$ cat src/common/io_pkg.sv
package io_pkg;

	// ========================================
	// channel words
	// ========================================

	localparam int data_w = 32;
	localparam int chan_w = 3;

	// push channels
	localparam logic [chan_w-1:0] ch_hex = 3'd0;
	localparam logic [chan_w-1:0] ch_led = 3'd1;
	localparam logic [chan_w-1:0] ch_palette = 3'd2;
	localparam logic [chan_w-1:0] ch_pixel = 3'd3;
	localparam logic [chan_w-1:0] ch_uart_tx = 3'd4;

	// pop channels
	localparam logic [chan_w-1:0] ch_uart = 3'd0;
	localparam logic [chan_w-1:0] ch_timer = 3'd1;

	// ========================================
	// board timing
	// ========================================

	// clocks per serial bit, same for both directions
	localparam int baud_div = 16;

	// video counts are in clocks along a line and in lines down a frame
	localparam int line_clks = 1600;
	localparam int hsync_clks = 192;
	localparam int frame_lines = 525;
	localparam int vsync_lines = 2;
	localparam int active_x_first = 285;
	localparam int active_x_last = 1565;
	localparam int active_y_first = 35;
	localparam int active_y_last = 514;

	localparam int fifo_aw = 8;

	// one push word seen by the panel as four digit slots and by the video
	// side as a palette command
	typedef union packed {
		// slot n holds segments in [7:1] and its load bit in [0]
		logic [3:0][7:0] hex;
		struct packed {
			logic [23:0] rgb;
			logic we;
			logic restart;
			logic [1:0] rsvd;
			logic [3:0] index;
		} pal;
	} io_word_t;

endpackage

$ cat src/uart/uart_tx.sv
`timescale 1ns/1ps

module uart_tx (
	input  logic clk,
	input  logic arst_n,
	input  logic tx_we,
	input  logic [7:0] tx_byte,
	output logic tx_free,
	output logic uart_out
);
	import io_pkg::*;

	logic [$clog2(baud_div)-1:0] div_cnt;
	logic bit_tick;
	logic hold_full;
	logic [7:0] hold_byte;
	logic [9:0] shift_q;
	logic [3:0] bits_left;
	logic load;

	// bit boundaries are free running, so a frame waits for the next one
	assign bit_tick = int'(div_cnt) == baud_div - 1;

	always_ff @(posedge clk or negedge arst_n) begin
		if (!arst_n) begin
			div_cnt <= '0;
		end else if (bit_tick) begin
			div_cnt <= '0;
		end else begin
			div_cnt <= div_cnt + 1'b1;
		end
	end

	// a waiting byte goes out as the stop bit of the previous one ends
	assign load = bit_tick && bits_left <= 4'd1 && hold_full;

	always_ff @(posedge clk or negedge arst_n) begin
		if (!arst_n) begin
			hold_full <= 1'b0;
		end else if (tx_we) begin
			hold_full <= 1'b1;
		end else if (load) begin
			hold_full <= 1'b0;
		end
	end

	always_ff @(posedge clk) begin
		if (tx_we) begin
			hold_byte <= tx_byte;
		end
	end

	always_ff @(posedge clk or negedge arst_n) begin
		if (!arst_n) begin
			shift_q <= '1;
			bits_left <= '0;
		end else if (load) begin
			shift_q <= {1'b1, hold_byte, 1'b0};
			bits_left <= 4'd10;
		end else if (bit_tick) begin
			if (bits_left > 4'd1) begin
				shift_q <= {1'b1, shift_q[9:1]};
				bits_left <= bits_left - 1'b1;
			end else begin
				shift_q <= '1;
				bits_left <= '0;
			end
		end
	end

	assign uart_out = shift_q[0];
	assign tx_free = !hold_full;

	a_tx_we_free: assert property (@(posedge clk) disable iff (!arst_n) tx_we |-> tx_free)
		else $error("transmit push while the holding register is full");

endmodule

$ cat config.mk
export PLATFORM = sky130hd
export DESIGN_NAME = uart_tx
export DESIGN_NICKNAME = d
export VERILOG_FILES = /design/src/common/io_pkg.sv /design/src/uart/uart_tx.sv
export SDC_FILE = /design/constraint.sdc
export NUM_CORES = 1
export LEC_CHECK = 0
export BUFFER_PORTS_ARGS = -buffer_cell sky130_fd_sc_hd__buf_2
export CELL_PAD_IN_SITES_DETAIL_PLACEMENT = 1
export CELL_PAD_IN_SITES_GLOBAL_PLACEMENT = 2
export CORE_ASPECT_RATIO = 1.2
export CORE_UTILIZATION = 37
export DETAILED_ROUTE_END_ITERATION = 10
export PLACE_DENSITY = 0.77
export SYNTH_ARGS = -nofsm -noshare
export SYNTH_HDL_FRONTEND = slang
export SYNTH_SLANG_ARGS = --single-unit
$ cat constraint.sdc
create_clock -name clk -period 1.95 [get_ports clk]
set_input_delay 0.195 -clock clk [delete_from_list [all_inputs] [get_ports clk]]
set_output_delay 0.195 -clock clk [all_outputs]
set_load 0.03 [all_outputs]
-- Yosys cells after proc, flatten, opt, wreduce, memory -nomap -nowiden
Index checks and enable logic that the tools add are counted.
- bits in registers: 27
- bits of input ports: 11
- logic and storage cells: 24
- output and inout port bits: 2
- muxes and demuxes: 9
- $lt $le $gt $ge: 2
- equality and inequality tests: 1
- reductions and logical operators: 5
- $add $sub $neg: 2
- operators with widths (cell ; number):
    10-bit 2-to-1 mux ; 2
    4-bit 2-to-1 mux ; 4
    9-bit 2-to-1 mux ; 1
    4-bit by 1-bit adder with 4-bit output, second input constant ; 1
    4-bit by 1-bit == test with 1-bit output, second input constant ; 1
    4-bit by 1-bit > comparator with 1-bit output, second input constant ; 1
    4-bit by 1-bit less-or-equal comparator with 1-bit output, second input constant ; 1
    2-bit nonzero test ; 2
    4-bit by 1-bit subtractor with 4-bit output, second input constant ; 1
    1-bit logical AND ; 2
    1-bit 2-to-1 mux ; 2
    1-bit logical NOT ; 1

-- Depth between registers and ports, before layout
Gate-level depths: netlist of run 1.
- word-level depth: 5
- mapped depth: 7
- gate-level depth less buffers: 6

-- Least setup slack after synthesis of run 1
Ideal clock, no wire load.
- path type: register to register
- from: reg bits_left[1]
- to: reg bits_left[1]
- period minus slack after synthesis: 1457 ps
- path slack: 493 ps
- required time: 1876 ps
- data arrival time: 1383 ps
- stages on the path, launching flop included: 7
- path through: dfrtp_1 > inv_1 > ha_1 > nor2_2 > or3_4 > a211o_1 > o21ai_2
- cells in the longest elaborated chain, start to end: 4
- RTL lines (element ; line ; RTL):
    start: declaration ; uart_tx.sv:18 ; logic [3:0] bits_left;
    start signal: assignment ; uart_tx.sv:63 ; bits_left <= bits_left - 1'b1;
    4-bit by 1-bit subtractor with 4-bit output (tied with other cells) ; uart_tx.sv:63 ;
    4-bit 2-to-1 mux / 1-bit logical AND (equally long branches) ; uart_tx.sv:61, uart_tx.sv:35 ;
    4-bit 2-to-1 mux / 1-bit logical AND (equally long branches) ; uart_tx.sv:60, uart_tx.sv:35 ;
    4-bit 2-to-1 mux / 2-bit nonzero test (equally long branches) ; -- ;
Parallel ways exist; a longest one is shown, timed or not. The select of a mux whose other input is x is not followed.
A chain may end at the register's enable or synchronous reset.

-- Final worst setup path of run 1
Same ends and word-level chain as after synthesis.

==> results by group, run 1 <==
Worst setup path
  – Arrival time worst endpoint: slightly below 2 ns
  – Worst Path Required: approximately 2.2 ns
  – CP max stage delay: ~0.43 ns
  – FF-to-FF path depth: 6
  – WS Path Type: reg -> reg
  – Worst path slowest cell: or3_4
  – Crit end category: register
  – CP cell instances: inv_1, ha_1, nor2_2, or3_4, a211o_1, o21ai_2
  – Setup crit start kind: register
  – Crit Path Max Fanout: 12
  – R2r setup slk: 0.24 ns

Floorplanning
  – DIE WIDTH: 53.1 um
  – Core footprint: ~0.0029 mm2
  – Die Ht: approximately 63 um
  – Rows: 21
  – IO Pins: 13
  – Initial Util: 0.401
  – DIE AREA: roughly 0.0034 mm2

Routing
  – Vias: slightly below 800
  – Initial DRC Count: 19
  – WL final: 2.18 mm
  – Antenna viol nets, final: 0
  – DRC: 0
  – DR pass1 iterations: 4
  – Avg Vias per Cell: 5.30
  – Wirelength per Cell: between 10 and 15 um

Synthesis
  – Synth Area in Compound Gates: 0.122
  – Main combinational cell family by area after synthesis: simple AND/OR/NAND/NOR gates
  – Post-synthesis mux area share: 0
  – Synth area leader: edfxtp_1
  – Sequential-to-total area share from yosys stat: 0.606
  – Asr flop ratio synth: 0.692
  – Synth Register Bits: 26
  – Post-Syn Nets: 111
  – Mean Syn Cell Area: approximately 12 um2
  – Post-Synth XOR/XNOR Area: 0.00756
  – Warnings, synthesis: 0
  – Primary FF master, synth: dfstp_2
  – Area contributors post-synth: edfxtp_1, dfstp_2, dfrtp_1
  – Share of synthesized cell area in full adder, half adder and majority cells: 0.0324
  – EDFF count, synth: 8
  – Cell count after synthesis: 97
  – Yosys top cell area share: 0.207
  – Simple-gate share of the synthesized area: 0.186
  – Cell Area, Synth: 0.00116 mm2
  – Synth unique cells: 28

Clock network
  – CTS tree: done
  – Root Buffer Master: clkbuf_4
  – H-tree levels: 1
  – CTS Hold Bufs: 1
  – Postcts setup bufs: 0
  – Worst-Skew Late Latency: between 0.3 and 0.4 ns
  – Inserted Clock Buffers: 3
  – Sink Count: 26
  – CTS resizes: 0
  – Clock Path Buffers: 2
  – CTS clock-pin slew for the worst setup and hold paths: roughly 0.14 ns

Power and ir drop
  – LEAKAGE: ~0.56 nW
  – Design Power: roughly 0.00089 W
  – PD cells: roughly 690 mW/mm2
  – VDD IR-drop max: approximately 0.00043 V

Final layout
  – Commonest non-fill, non-tap cell in the layout: buf_2
  – Core Util, Final: 0.445
  – Nets: 128
  – Layout cell share with drive strength beyond 1: 0.345
  – Most frequent cells in the layout: buf_2, nor2_1, nor3_2, dfrtp_1, dfstp_2
  – Inserted Diodes: 0
  – Layout area overhead: 10.9%

Job
  – Max-cap viol count: 0

STA
  – # setup viols final: 0
  – Minimum clock period: around 1.7 ns
  – Relative slew slack: 0.603
  – Unrepaired setup endpoints after global routing: no
  – F_max: just under 0.6 GHz
  – Fin. Hold Viols: 0
  – Final Slew Violations: 0
  – Worst setup margin: between 0.2 and 0.25 ns
  – Clock Skew: around 0.0083 ns
  – Least-Margin Pin Slew: 0.590 ns
  – Total negative setup slack: 0 ns
  – Period utilisation layout: 0.876

Placement
  – Port bufs: 12
  – Place WS: 0.279 ns
  – GP Congestion: approximately 0.66
  – HPWL after detailed placement: around 1.5 mm

Min path
  – Cell depth of the worst hold path: 1
  – Worst min-delay path class: in -> reg

Global route
  – Grt total ovfl: 0
  – First-pass GRT wire length: about 3.7 mm
  – Largest net degree at the start of global routing: 21
  – Initial antenna violation count: 0
  – Vias in the first global route: between 800 and 900
  – GRT Overall Usage: 0.151

Status
  – Status: finished, final reports clean
-- sequential cells by signal, summed over array words and instances, names as in the netlist --
name and count:
bits_left 4, shift_q 9, hold_full 1, hold_byte 8, div_cnt 4
-- cell families (layout without fill, tap and decap cells) --
family          count (synthesis)  after routing
fa+ha+maj                       3              3
xor+xnor                        1              1
flops                          26             26
compound gates                 22             22
simple gates                   36             36
buf+inv                         9             25
-- metrics by stage --
| stage | cells | instance area [um2] | hold WS [ns] |
|---|---|---|---|
| floorplan | 97 | 1160 | -0.101 |
| global placement | 142 | 1250 | 0.151 |
| detailed placement | 142 | 1250 | 0.155 |
| CTS | 147 | 1280 | 0.0361 |
| global route | 147 | 1280 | 0.0122 |
| finish | 147 | 1280 | 0.0422 |
-- critical path: cells and delay by family (launching register included) --
kind            cells  cell delay (ns)
fa+ha+maj           1             0.23
buf+inv             1             0.13
compound gates      2             0.38
flops               1             0.40
simple gates        2             0.50
-- routing by layer --
metal,vias up,track usage,routed length (um)
li1,375,-,-
met1,392,0.191,1020
met2,10,0.245,1080
met3,2,0.0314,59
met4,0,0.0592,20
met5,-,0,0
-- report_power, final --
part           internal [W]  switching (W)   total, W
Sequential         0.000598      0.0000116   0.000609
Combinational     0.0000178      0.0000257  0.0000435
Clock             0.0000749       0.000160   0.000235
Total              0.000690       0.000197   0.000887
-- path summary, 6_finish.rpt --
| kind | from | endpoint |
|---|---|---|
| setup / recovery | bits_left[1] | bits_left[1] |
| hold / removal | tx_byte[7] | hold_byte[7] |
| max in group asynchronous | arst_n | shift_q[2] |
| setup reg to reg | bits_left[1] | bits_left[1] |
| min in group asynchronous | arst_n | div_cnt[1] |
| hold reg to reg | shift_q[0] | shift_q[0] |
-- cell type report --
class	count	area (um2)
Fill cell	330	1610
Sequential cell	26	702
Multi-Input combinational cell	62	403
Timing Repair Buffer	16	92.6
Tap cell	34	42.5
Clock buffer	3	22.5
Inverter	5	18.8
Clock inverter	1	3.75
-- cell usage after synthesis (all sizes together) (3+ instances only) --
master  count
dfrtp       9
inv         4
a21oi       4
nand3       4
nor2       10
o31ai       7
nor3       10
buf         3
dfstp       9
nand2       8
ha          3
edfxtp      8
o21ai       8
Note: power is estimated with default switching activity, not from simulation.
==> run 2: changes to the inputs <==
- ABC_AREA: not set -> 1
- BUFFER_PORTS_ARGS: -buffer_cell sky130_fd_sc_hd__buf_2 -> not set
- CORE_UTILIZATION: 37 -> 38
- DONT_BUFFER_PORTS: not set -> 1
- PLACE_DENSITY: 0.77 -> 0.78
==> run 2 against run 1 <==
Net effect: total power about the same; largest cell class unchanged; highest routed layer unchanged; clock skew decreased by 0.0022 ns; critical endpoint is now shift_q[8]; flip-flop and latch count unchanged; core utilization increased by 0.63 points.
==> results by group, run 2 <==
Clock network
  – CTS tree: done
  – Worst-Skew Late Latency: 0.32 ns (about the same)
  – Inserted Clock Buffers: 3 (unchanged)
  – Postcts setup bufs: 0 (unchanged)
  – Root Buffer Master: clkbuf_4
  – Clock Path Buffers: 2 (unchanged)
  – Sink Count: 26 (unchanged)
  – CTS clock-pin slew for the worst setup and hold paths: 0.14 ns (about the same)
  – H-tree levels: 1 (unchanged)

Placement
  – Cell count after placement: 170 (+20%)
  – HPWL after detailed placement: 1.59 mm (+4.0%)
  – Port bufs: 0 (-12)
  – GP Congestion: 0.716 (+8.3%)
  – Place WS: 0.523 ns (+0.244 ns)

Floorplanning
  – DIE AREA: 0.00354 mm2 (+5.4%)
  – Initial Util: 0.404 (+0.00300)
  – Die Ht: 65.0 um (+2.7%)
  – Rows: 22 (+4.8%)
  – IO Pins: 13 (unchanged)
  – Core footprint: 0.00311 mm2 (+7.6%)
  – DIE WIDTH: 54.5 um (+2.6%)

Power and ir drop
  – Net Sw Frac: 0.217 (-0.00537)
  – Net switching power: 0.000192 W (-2.5%)
  – Clk pwr share: 0.259 (-0.005)
  – Internal: 0.000694 W (+0.62%)
  – VDD IR-drop max: 0.000513 V (+19%)
  – Logic pwr share: 0.052 (+0.003)
  – Flop pwr share: 0.689 (+0.002)
  – PD cells: 632 mW/mm2 (-8.4%)
  – LEAKAGE: 0.691 nW (+24%)

Routing
  – Wirelength per Cell: 13.1 um (-11%)
  – Vias: 889 (+14%)
  – Antenna viol nets, final: 0 (unchanged)
  – Initial DRC Count: 13 (-6)
  – WL final: 2.42 mm (+11%)
  – DR pass1 iterations: 4 (unchanged)
  – DRC: 0 (unchanged)
  – Avg Vias per Cell: 4.83 (-8.8%)

STA
  – Minimum clock period: 1.47 ns (-0.238 ns)
  – Clock Skew: 0.00604 ns (-0.00222 ns)
  – Final Slew Violations: 0 (unchanged)
  – Period utilisation layout: 0.754 (-0.122)
  – Total negative setup slack: 0 ns (unchanged)
  – Unrepaired setup endpoints after global routing: no
  – F_max: 0.680 GHz (+16%)
  – Min Hold Slack: 0.417 ns (+0.375 ns)
  – Fin. Hold Viols: 0 (unchanged)
  – Worst setup margin: 0.480 ns (+0.238 ns)
  – # setup viols final: 0 (unchanged)
  – Relative slew slack: 0.424 (-0.179)
  – Least-Margin Pin Slew: 0.861 ns (+0.271 ns)

Worst setup path
  – FF-to-FF path depth: 9 (+3)
  – Buf/Inv on CP: 3 (+2)
  – Delay-heaviest family, CP: simple AND/OR/NAND/NOR gates
  – CP cell instances: inv_1, ha_1, inv_1, nand2_1, nand2_2, nor2_4, nand3_1, nand2_1, inv_1
  – Arrival time worst endpoint: 1.74 ns (-0.22 ns)
  – WS Path Type: reg -> reg
  – R2R Path End: shift_q[8]
  – Reg2reg start: bits_left[0]
  – Crit end category: register
  – Worst Path Required: 2.22 ns (about the same)
  – R2r setup slk: 0.48 ns (+0.24 ns)
  – Worst path slowest cell: dfrtp_1
  – Setup crit start kind: register
  – Crit Path Max Fanout: 9 (-3)
  – CP max stage delay: 0.43 ns (about the same)
  – Crit-path most repeated cell: inv_1

Synthesis
  – Cell count after synthesis: 137 (+41%)
  – Sequential-to-total area share from yosys stat: 0.559 (-0.0471)
  – Synth Register Bits: 26 (unchanged)
  – Synth area leader: edfxtp_1
  – Cell Area, Synth: 0.00126 mm2 (+8.4%)
  – EDFF count, synth: 8 (unchanged)
  – Primary FF master, synth: dfstp_2
  – Yosys top cell area share: 0.191 (-0.0161)
  – Area contributors post-synth: edfxtp_1, dfstp_2, dfrtp_1
  – Synth unique cells: 22 (-21%)
  – Mean Syn Cell Area: 9.17 um2 (-23%)
  – Post-Syn Nets: 151 (+36%)
  – Most common cell in the netlist: nand2_1
  – Warnings, synthesis: 0 (unchanged)
  – Asr flop ratio synth: 0.692 (unchanged)
  – Most frequent cells after synthesis: nand2_1, inv_1, dfrtp_1, dfstp_2

Final layout
  – Register area: 702 um2 (unchanged)
  – Nets: 163 (+27%)
  – Most frequent cells in the layout: nand2_1, inv_1, dlygate4sd3_1, dfrtp_1, dfstp_2
  – Inserted Diodes: 0 (unchanged)
  – Largest regs: shift_q x9, hold_byte x8
  – Area of the multi-input gates: 417 um2 (+3.4%)
  – Layout cell share with drive strength beyond 1: 0.142 (-0.203)
  – Post-Layout Cell Count: 184 (+25%)
  – Max reg flops: 9 (unchanged)
  – Fillers: 367 (+11%)
  – Commonest non-fill, non-tap cell in the layout: nand2_1
  – Layout area overhead: 11.7%
  – Top reg by flops: shift_q

Global route
  – First-pass GRT wire length: 4.40 mm (+19%)
  – Largest net degree at the start of global routing: 21 (unchanged)
  – Vias in the first global route: 965 (+19%)
  – GRT Overall Usage: 0.169 (+0.0185)
  – Initial antenna violation count: 0 (unchanged)
  – Grt total ovfl: 0 (unchanged)

Job
  – Max-cap viol count: 0 (unchanged)

Status
  – Status: finished, final reports clean

Min path
  – Worst min-delay path class: in -> async
==> run 2: worst max path at each step <==
stage | startpoint | to | slack [ns] | depth (start not counted)
2_1_floorplan | bits_left[0] | bits_left[1] | 0.70 | 9
3_3_place_gp | bits_left[0] | bits_left[1] | 0.60 | 9
3_5_place_dp | bits_left[0] | bits_left[1] | 0.52 | 9
4_1_cts | bits_left[0] | bits_left[3] | 0.50 | 9
5_1_grt | bits_left[0] | shift_q[8] | 0.34 | 9
6_report | bits_left[0] | shift_q[8] | 0.48 | 9
==> run 2: cells by family after synthesis <==
group           synth area share
compound gates            0.0458
simple gates               0.249
fa+ha+maj                 0.0299
flops                      0.559
buf+inv                    0.110
xor+xnor                 0.00697
==> run 2: per-layer routing <==
metal / wire [um] / vias up / GRT usage
met5: 0 / - / 0
met4: 12 / 0 / 0.0481
met3: 53 / 2 / 0.0211
met2: 1190 / 12 / 0.276
met1: 1160 / 424 / 0.230
li1: - / 451 / -
==> run 2: area by class of cell <==
class / instances / area share
tap: 36 / 0.0321
multi-input combinational: 79 / 0.297
timing repair buffer: 11 / 0.0767
clock buffer: 3 / 0.0161
inverter: 28 / 0.0749
sequential: 26 / 0.500
clock inverter: 1 / 0.00268
==> run 2: power groups by stage <==
stage | Sequential (W) | Combinational, W | Clock (W)
4_1_cts | 0.000610 | 0.0000468 | 0.000245
5_1_grt | 0.000614 | 0.0000538 | 0.000261
2_1_floorplan | 0.000618 | 0.0000174 | 0
3_3_place_gp | 0.000620 | 0.0000194 | 0
6_report | 0.000611 | 0.0000462 | 0.000229
3_5_place_dp | 0.000621 | 0.0000204 | 0
==> run 2: worst register-to-register path, delay by kind of cell, from the launching register on <==
family | cells | cell delay, ns
adder cells (fa/ha/maj) | 1 | 0.21
flip-flops | 1 | 0.43
buffers and inverters | 3 | 0.21
AND/OR/NAND/NOR | 5 | 0.57
==> run 2: through the flow <==
stage                util  power (W)  cell area [um2]
floorplan               -   0.000635             1260
global placement    0.410   0.000639             1280
detailed placement  0.410   0.000641             1280
CTS                 0.451   0.000902             1400
global route        0.451   0.000930             1400
finish              0.451   0.000886             1400
==> run 2: what timing repair did <==
action / CTS / global route
resized for setup: 0 / 0
hold buffers: 10 / 0
endpoints found under the hold margin: 35 / 0
==> run 3: changes to the inputs <==
- CORE_UTILIZATION: 38 -> 34
- PLACE_DENSITY: 0.78 -> 0.74
- clock period: 1.95 -> 1.2 ns (I/O delays scaled with it)
==> run 3 against run 2 <==
Net effect: the flow now finishes with violations (setup timing); cell count grew 11%; global-route usage grew 1.1 points; die area grew 11%; cell area grew 29%; clock-buffer cell count is the same; clock skew grew 0.0033 ns; largest cell class unchanged; highest routed layer unchanged.
==> results by group, run 3 (same netlist as run 2, synthesis figures left out) <==
Routing
  – Vias: 999 (+12%)
  – DRC: 0 (unchanged)
  – Avg Vias per Cell: 4.87 (+0.86%)
  – WL final: 3.22 mm (+33%)
  – DR pass1 iterations: 4 (unchanged)
  – Initial DRC Count: 6 (-7)
  – Wirelength per Cell: 15.7 um (+19%)
  – Antenna viol nets, final: 0 (unchanged)

STA
  – # setup viols final: 15 (+15)
  – F_max: 0.757 GHz (+11%)
  – Final Slew Violations: 0 (unchanged)
  – Minimum clock period: 1.32 ns (-0.149 ns)
  – Total negative setup slack: -1.06 ns (-1.06 ns)
  – Relative slew slack: 0.415 (-0.00908)
  – Period utilisation layout: 1.10 (+0.347)
  – Clock Skew: 0.00930 ns (+0.00327 ns)
  – Worst setup margin: -0.120 ns (-0.601 ns)
  – Least-Margin Pin Slew: 0.875 ns (+0.0136 ns)
  – Unrepaired setup endpoints after global routing: yes
  – Fin. Hold Viols: 0 (unchanged)
  – Min Hold Slack: 0.404 ns (-0.0134 ns)

Worst setup path
  – Worst Path Required: 1.41 ns (-0.81 ns)
  – Crit end category: register
  – FF-to-FF path depth: 7 (-2)
  – CP max stage delay: 0.42 ns (about the same)
  – Arrival time worst endpoint: 1.53 ns (-0.21 ns)
  – R2r setup slk: -0.12 ns (-0.60 ns)
  – Reg2reg start: bits_left[0]
  – WP depth: 7 (-2)
  – Worst path slowest cell: dfrtp_1
  – R2R Path End: shift_q[1]
  – WS Path Type: reg -> reg
  – Setup crit start kind: register
  – CP cell instances: inv_2, ha_4, nor2_4, nor2_4, nand4_1, nand2_1, nand2_1
  – Crit Path Max Fanout: 8 (-1)
  – Buf/Inv on CP: 1 (-2)
  – Delay-heaviest family, CP: simple AND/OR/NAND/NOR gates

Status
  – Violated checks: setup timing
  – Status: complete, but fails checks

Clock network
  – H-tree levels: 1 (unchanged)
  – Root Buffer Master: clkbuf_8
  – CTS tree: done
  – Inserted Clock Buffers: 3 (unchanged)
  – Sink Count: 26 (unchanged)
  – Clock Path Buffers: 2 (unchanged)
  – Worst-Skew Late Latency: 0.27 ns (-0.05 ns)
  – CTS clock-pin slew for the worst setup and hold paths: 0.10 ns (-0.04 ns)

Floorplanning
  – IO Pins: 13 (unchanged)
  – Rows: 23 (+4.5%)
  – DIE WIDTH: 57.5 um (+5.5%)
  – Die Ht: 68.6 um (+5.5%)
  – Core footprint: 0.00342 mm2 (+10%)
  – Initial Util: 0.367 (-0.0370)
  – DIE AREA: 0.00394 mm2 (+11%)

Final layout
  – Most frequent cells in the layout: nand2_1, inv_1, buf_4, dlygate4sd3_1, dfstp_2
  – Fillers: 388 (+5.7%)
  – Core Util, Final: 0.529 (+0.0781)
  – Commonest non-fill, non-tap cell in the layout: nand2_1
  – Inserted Diodes: 0 (unchanged)
  – Nets: 183 (+12%)
  – Layout cell share with drive strength beyond 1: 0.369 (+0.227)
  – Top reg by flops: shift_q
  – Largest regs: shift_q x9, hold_byte x8
  – Max reg flops: 9 (unchanged)
  – Layout area overhead: 44.2%

Global route
  – Largest net degree at the start of global routing: 19 (-9.5%)
  – Grt total ovfl: 0 (unchanged)
  – Initial antenna violation count: 0 (unchanged)
  – GRT Overall Usage: 0.181 (+0.0113)
  – Vias in the first global route: 1134 (+18%)
  – First-pass GRT wire length: 5.29 mm (+20%)

Placement
  – Place WS: -0.170 ns (-0.693 ns)
  – GP Congestion: 0.724 (+1.1%)
  – Port bufs: 0 (unchanged)
  – HPWL after detailed placement: 1.89 mm (+19%)

Power and ir drop
  – VDD IR-drop max: 0.000918 V (+79%)
  – LEAKAGE: 0.860 nW (+24%)
  – PD cells: 996 mW/mm2 (+58%)

Min path
  – Worst min-delay path class: in -> async

Job
  – Max-cap viol count: 0 (unchanged)
## run 3: changes by cell type in the layout (fill, tap and decap cells not counted), sizes merged
cell | previous run | this run
clkinv | 1 | 0
bufinv | 0 | 1
buf | 1 | 19
clkbuf | 3 | 4
nand2 | 37 | 38
## run 3: how the worst max path moves through the flow
| stage | start | slack, ns | endpoint |
|---|---|---|---|
| after floorplan | bits_left[0] | 0.003 | bits_left[1] |
| after global placement | div_cnt[0] | -0.15 | bits_left[3] |
| after detailed placement | div_cnt[0] | -0.17 | bits_left[3] |
| after CTS | div_cnt[1] | -0.12 | shift_q[0] |
| after global routing | bits_left[1] | -0.20 | bits_left[3] |
| final | bits_left[0] | -0.12 | shift_q[1] |
## run 3: repair_timing
action                                  CTS  global route
gates resized for setup                  22            11
buffers inserted                          5             4
hold endpoints to repair                 35             0
endpoints found under the setup margin   16            15
hold buffers                             10             0
gates cloned                              2             1
pin swaps                                10            11
## run 3: cell type report
cell class | instances | area, um2 | share of cell area
clock buffers | 3 | 41.3 | 0.0228
clock inverters | 1 | 30.0 | 0.0166
inverters | 28 | 108 | 0.0594
multi-input cells | 80 | 558 | 0.308
flip-flops and latches | 26 | 703 | 0.388
well taps | 37 | 46.3 | 0.0256
repair buffers | 30 | 325 | 0.180
## run 3: per-stage QoR
stage	area, um2	power, W	cells
global placement	1360	0.00104	179
finish	1810	0.00180	205
CTS	1710	0.00181	200
detailed placement	1360	0.00105	179
floorplan	1270	0.00103	137
global route	1810	0.00185	205
## run 3: power breakdown
group | internal [W] | switching, W
clock network | 0.000446 | 0.000282
logic | 0.0000418 | 0.0000491
registers | 0.000970 | 0.0000158
## run 3: per-layer routing
metal | wire length (um) | up-vias | track usage
met5 | 0 | - | 0
met2 | 1750 | 18 | 0.358
met1 | 1370 | 484 | 0.200
met4 | 25 | 0 | 0.0518
li1 | - | 493 | -
met3 | 71 | 4 | 0.0261
